[config.mk]
export PLATFORM = sky130hd
export DESIGN_NAME = pkt_ctrl
export DESIGN_NICKNAME = d
export VERILOG_FILES = /design/src/verilog/match_pkg.sv /design/src/verilog/pkt_ctrl.sv
export VERILOG_INCLUDE_DIRS = /design/src /design/src/verilog
export SDC_FILE = /design/constraint.sdc
export NUM_CORES = 1
export LEC_CHECK = 0
export ABC_AREA = 1
export BUFFER_PORTS_ARGS = -buffer_cell sky130_fd_sc_hd__buf_2
export CAP_MARGIN = 30
export CORE_MARGIN = 2
export CORE_UTILIZATION = 46
export CTS_CLUSTER_SIZE = 12
export DETAILED_ROUTE_END_ITERATION = 10
export PLACE_DENSITY_LB_ADDON = 0.3
export SYNTH_ARGS = -nofsm -noshare
export SYNTH_HDL_FRONTEND = slang
export SYNTH_SLANG_ARGS = --single-unit
export TNS_END_PERCENT = 100
[constraint.sdc]
create_clock -name clk -period 1.55 [get_ports clk]
set_clock_uncertainty 0.2 [all_clocks]
set_input_delay 0.31 -clock clk [delete_from_list [all_inputs] [get_ports clk]]
set_output_delay 0.31 -clock clk [all_outputs]
set_load 0.02 [all_outputs]
[src/verilog/match_consts.svh]
`ifndef MATCH_CONSTS_SVH
`define MATCH_CONSTS_SVH

// Number of interleaved streams and the width of a stream id
`define MATCH_NUM_STREAMS 64
`define MATCH_STREAM_W 6

// Automaton state width, wider than the literal keywords need
`define MATCH_STATE_W 11

// Matched-packet counter width
`define MATCH_COUNT_W 16

// Literal keywords, one per category, first character in the top byte
`define MATCH_KEYWORD_0 "msn"
`define MATCH_KEYWORD_1 "aim"
`define MATCH_KEYWORD_LEN 3

// Cycles from the last accepted byte until its accept bit reaches the counter
`define MATCH_FLUSH_CYCLES 3

`endif

[src/verilog/match_pkg.sv]
`include "match_consts.svh"

package match_pkg;

  // One payload byte
  typedef logic [7:0] char_t;

  // Stream index
  typedef logic [`MATCH_STREAM_W-1:0] stream_id_t;

  // Automaton state, the matched prefix length
  typedef logic [`MATCH_STATE_W-1:0] dfa_state_t;

  // Per-category count of matched packets
  typedef logic [`MATCH_COUNT_W-1:0] count_t;

  // Packet sequencing in the controller
  typedef enum logic [1:0]
  {
    IDLE,
    LOAD,
    ACTIVE,
    FLUSH
  } ctrl_state_e;

endpackage

[src/verilog/pkt_ctrl.sv]
`timescale 1ns/1ns
`include "match_consts.svh"

module pkt_ctrl (
  input  logic                  clk,
  input  logic                  rst_n,
  input  logic                  pkt_start,
  input  logic                  pkt_end,
  input  logic                  new_stream,
  input  match_pkg::stream_id_t stream_id,
  input  logic [1:0]            enable_mask,
  output logic                  load_state,
  output logic                  clear_state,
  output logic                  chars_open,
  output logic                  commit,
  output logic                  done,
  output logic                  ready,
  output match_pkg::stream_id_t cur_stream,
  output logic [1:0]            enable_lat
);

  import match_pkg::*;

  // Flush length and the counter that times both LOAD and FLUSH
  localparam int FLUSH_LEN = `MATCH_FLUSH_CYCLES;
  localparam int CNT_W = $clog2(FLUSH_LEN + 1);
  localparam logic [CNT_W-1:0] LOAD_LAST = CNT_W'(1);
  localparam logic [CNT_W-1:0] FLUSH_LAST = CNT_W'(FLUSH_LEN);

  ctrl_state_e      state;
  logic [CNT_W-1:0] cnt;
  logic             new_lat;

  // Packet context, captured only when a packet is accepted
  always_ff @(posedge clk)
  begin
    if ((state == IDLE) && pkt_start)
    begin
      cur_stream <= stream_id;
      new_lat    <= new_stream;
      enable_lat <= enable_mask;
    end
  end

  always_ff @(posedge clk)
  begin
    if (!rst_n)
    begin
      state <= IDLE;
      cnt   <= '0;
      done  <= 1'b0;
    end
    else
    begin
      // done trails commit by one cycle, counts are final by then
      done <= commit;
      case (state)
        IDLE:
        begin
          // Start pulses outside IDLE are ignored
          if (pkt_start)
          begin
            state <= LOAD;
            cnt   <= '0;
          end
        end
        LOAD:
        begin
          // One cycle for the memory read, one for the automaton input register
          if (cnt == LOAD_LAST)
          begin
            state <= ACTIVE;
            cnt   <= '0;
          end
          else
            cnt <= cnt + 1'b1;
        end
        ACTIVE:
        begin
          if (pkt_end)
          begin
            state <= FLUSH;
            cnt   <= '0;
          end
        end
        FLUSH:
        begin
          // Drain the byte, automaton and accept registers, then commit
          if (cnt == FLUSH_LAST)
            state <= IDLE;
          else
            cnt <= cnt + 1'b1;
        end
        default:
          state <= IDLE;
      endcase
    end
  end

  // Restore request in the first LOAD cycle
  assign load_state  = (state == LOAD) && (cnt == '0);
  assign clear_state = new_lat;

  // Byte window
  assign chars_open = (state == ACTIVE);
  assign ready      = chars_open;

  // Last FLUSH cycle
  assign commit = (state == FLUSH) && (cnt == FLUSH_LAST);

endmodule

==> results.rst <==
.. list-table::
   :header-rows: 1

   * - Metric
     - Value
   * - Startpoint Class
     - flip-flop
   * - Post-synthesis cell type with the largest combined area
     - edfxtp_1
   * - Total chip power
     - approximately 1.8 mW
   * - Initial DRC count
     - 7
   * - DRC Markers
     - 0
   * - Leading register cell type out of synthesis
     - edfxtp_1
   * - Number of global-route vias before repair
     - 572
   * - First-pass GRT wire length
     - 2380 µm
   * - Setup slack of the critical path after layout
     - -0.0702 ns
   * - IO buf count
     - 26
   * - Standard cell area after detailed placement
     - around 840 µm²
   * - Number of buffers created by CTS
     - 3
   * - Fraction of synthesis flops using an asynchronous set or reset pin
     - 0%
   * - Buffer depth of the longest clock path
     - 2
   * - Worst-path maximum fanout
     - 4
   * - Area taken by flip-flops and latches
     - roughly 390 µm²
   * - Highest clock frequency the design can meet
     - about 620 MHz
   * - Max H-tree Level
     - 1
   * - Via density per instance
     - about 4.7
   * - Number of rows in the core area
     - 14
   * - Total negative slack for setup checks
     - -0.164 ns
   * - Area used by multi-input combinational logic
     - 343 µm²
   * - Placer's final routability congestion estimate
     - between 0.7 and 0.8
   * - Max incr delay on CP
     - 0.40 ns
   * - Leakage power summed over all cells
     - around 0.54 nW
   * - Hold slack
     - -0.00191 ns
   * - CP Data Arrival Time
     - between 1 and 1.5 ns
   * - List of cells traversed by the critical path
     - inv_4 -> ha_4 -> nand2_2 -> inv_2 -> buf_6
   * - Sequential element share of the synthesized area
     - between 50% and 60%
   * - Worst Path Required
     - roughly 1.0 ns
   * - Number of max-cap violations
     - 0
   * - Overall routed net length
     - about 1700 µm
   * - Die width
     - 42.9 µm
   * - Power Internal
     - 1.07 mW
   * - Slew margin rel.
     - between 80% and 90%
   * - TritonCTS sink count
     - 14
   * - Part of the power in registers
     - a little over a third
   * - CTS tree
     - done
   * - Root buffer cell
     - clkbuf_4
   * - Combinational share of power
     - ~49%
   * - Number of enable flip-flop cells after synthesis
     - 9
   * - Starting density of the core
     - 47.9%
   * - Syn. warnings
     - 0
   * - Setup repair after global routing missed its margin
     - yes
   * - Top Ports
     - 27
   * - Global-route usage over all layers
     - 18.4%
   * - Net Switching
     - approximately 740 µW
   * - Estimated wirelength of the detail-placed design
     - approximately 1000 µm
   * - Clock insertion delay at the later pin of the skew report
     - about 0.29 ns
   * - Combined buffer and inverter count along the critical path
     - 3
   * - Net count, final
     - between 100 and 150
   * - Violated checks
     - hold timing, setup timing
   * - Initial antenna violation count
     - 0
   * - Maximum number of pins on one net before global-route repair
     - 10
   * - Post-place setup slack
     - about 0.052 ns
   * - Final ANT Viol Nets
     - 0
   * - Relative contribution of the clock network to total power
     - 14.9%
   * - Average wire length per cell after detail routing
     - roughly 13 µm
   * - Number of endpoints failing setup at the final stage
     - 4
   * - Post-placement cell count
     - 111
   * - Tightest Hold Check Type
     - input pin to flip-flop
   * - Type of the setup path with the least slack
     - flip-flop to output port
   * - First-pass iteration count of the detailed router
     - 4
   * - Worst setup EP type
     - output port
   * - CTS clock-pin slew for the worst setup and hold paths
     - roughly 0.080 ns
   * - Floorplan Core Area
     - roughly 0.0015 mm²
   * - Net count after synthesis
     - between 90 and 100
   * - Switching power as a share of total power
     - about two fifths
   * - Seq cells post-synth
     - 14
   * - Chip Height
     - about 43 µm
   * - Largest cells by area after synthesis
     - edfxtp_1, ha_1, dfxtp_1
   * - Cell family contributing the most delay on the critical path
     - flip-flops
   * - Antenna cells
     - 0
   * - Final critical path time including I/O delays and setup
     - 1.62 ns
   * - Worst IR drop on VDD
     - 893 µV
   * - Fraction of layout instances using a drive strength above 1
     - between 50% and 60%
   * - Final Hold Vio Count
     - 2
   * - Total of fill cells in the finished design
     - approximately 110
   * - Total global routing overflow
     - 0
   * - Final period util
     - 105%
   * - P&R area growth vs syn
     - 56.9%
   * - Average footprint of a synthesized cell
     - approximately 10 µm²
   * - Status
     - finished with violations
   * - Share of the synthesized area in the top cell type
     - 38.8%
   * - Measured slew at the worst slew-check pin
     - approximately 0.19 ns
   * - Leading cell types by count after synthesis
     - inv_1, nand2_1, nor2_1
   * - Final design instance area without fill
     - around 0.0011 mm²
   * - Post-Synthesis Cell Area
     - approximately 700 µm²
   * - Final cell count without fillers
     - ~130
   * - Final-report max-slew violation count
     - 0
   * - Post-synth cell types
     - 13
   * - Cell area power density
     - between 1500 and 2000 mW/mm²
   * - Vias
     - roughly 600
   * - Overall die area
     - approximately 0.0018 mm²
   * - Number of instances in the synthesized netlist
     - 70
   * - Master of the slowest instance on the critical path
     - dfxtp_4
metrics by stage:
stage | hold slack, ns | util (%)
6_report | -0.00191 | 75.2
5_1_grt | -0.0162 | 75.2
4_1_cts | 0.0000393 | 69.7
3_5_place_dp | 0.288 | 57.7
3_3_place_gp | 0.287 | 57.7
2_1_floorplan | 0.209 | -
flip-flops by register name, indices dropped and copies added (netlist names):
| signal | cells |
|---|---|
| enable_lat | 2 |
| clear_state | 1 |
| done | 1 |
| cnt | 2 |
| state | 2 |
| cur_stream | 6 |
placed cells by master (no fill, tap or decap):
cell and instances:
a21oi_1 1, buf_2 22, buf_4 6, buf_6 4, clkbuf_4 3, clkbuf_8 1, dfxtp_1 1, dfxtp_4 4
dlygate4sd3_1 5, edfxtp_1 9, ha_1 3, ha_2 1, ha_4 5, inv_1 6, inv_2 3, inv_4 4
nand2_1 12, nand2_2 4, nand2_4 2, nand3_2 1, nor2_1 11, nor2_4 1, o21ai_1 1
worst register-to-register path, stage by stage, from the launching register on:
cell,delay (ns)
dfxtp_4,0.40
inv_4,0.06
buf_4,0.12
ha_2,0.17
nand2_2,0.08
nand3_2,0.12
nor2_1,0.14
nor2_1,0.06
nor2_1,0.09
worst paths after layout:
| path | to | start | depth (start not counted) | slack, ns |
|---|---|---|---|---|
| min reg2reg | state[1] | state[1] | 2 | 0.36 |
| max | load_state | state[1] | 5 | -0.07 |
| max reg2reg | cnt[0] | state[1] | 8 | 0.04 |
| min | enable_lat[0] | enable_mask[0] | 1 | -0.002 |
what timing repair did:
item                                    4_1_cts  5_1_grt
hold endpoints to repair                      3        2
resized for setup                            27       14
endpoints found under the setup margin        4        7
hold buffers                                  3        2
setup buffers                                 4        2
pin swaps                                     2        7
metal layers:
metal	global-route usage (%)	share of wire, %	vias up	routed length (µm)
li1	-	-	291	-
met1	17.6	36	271	609
met2	35.2	52	21	889
met3	3.40	6.1	9	104
met4	11.3	5.4	0	91
met5	0	0	-	0
area by class of cell:
class	count	share of cell area, %
sequential	14	35.2
multi-input combinational	42	31.4
timing repair buffer	37	22.9
inverter	13	5.38
clock buffer	4	3.32
tap	16	1.83
power by group through the flow:
stage / clock network (mW) / registers, mW / logic [mW]
3_3_place_gp: 0 / 0.567 / 0.627
3_5_place_dp: 0 / 0.577 / 0.638
2_1_floorplan: 0 / 0.639 / 0.419
6_report: 0.269 / 0.646 / 0.896
5_1_grt: 0.295 / 0.659 / 0.981
4_1_cts: 0.268 / 0.611 / 0.770
kinds of logic after synthesis:
group / count (synthesis) / share of synthesized area, %
buffers and inverters: 14 / 8.08
and+or+nand+nor: 31 / 21.2
adders and majority gates: 9 / 16.2
DFF: 14 / 53.1
AOI/OAI and AO/OA: 2 / 1.43
Power figures use the tool's default switching activity.
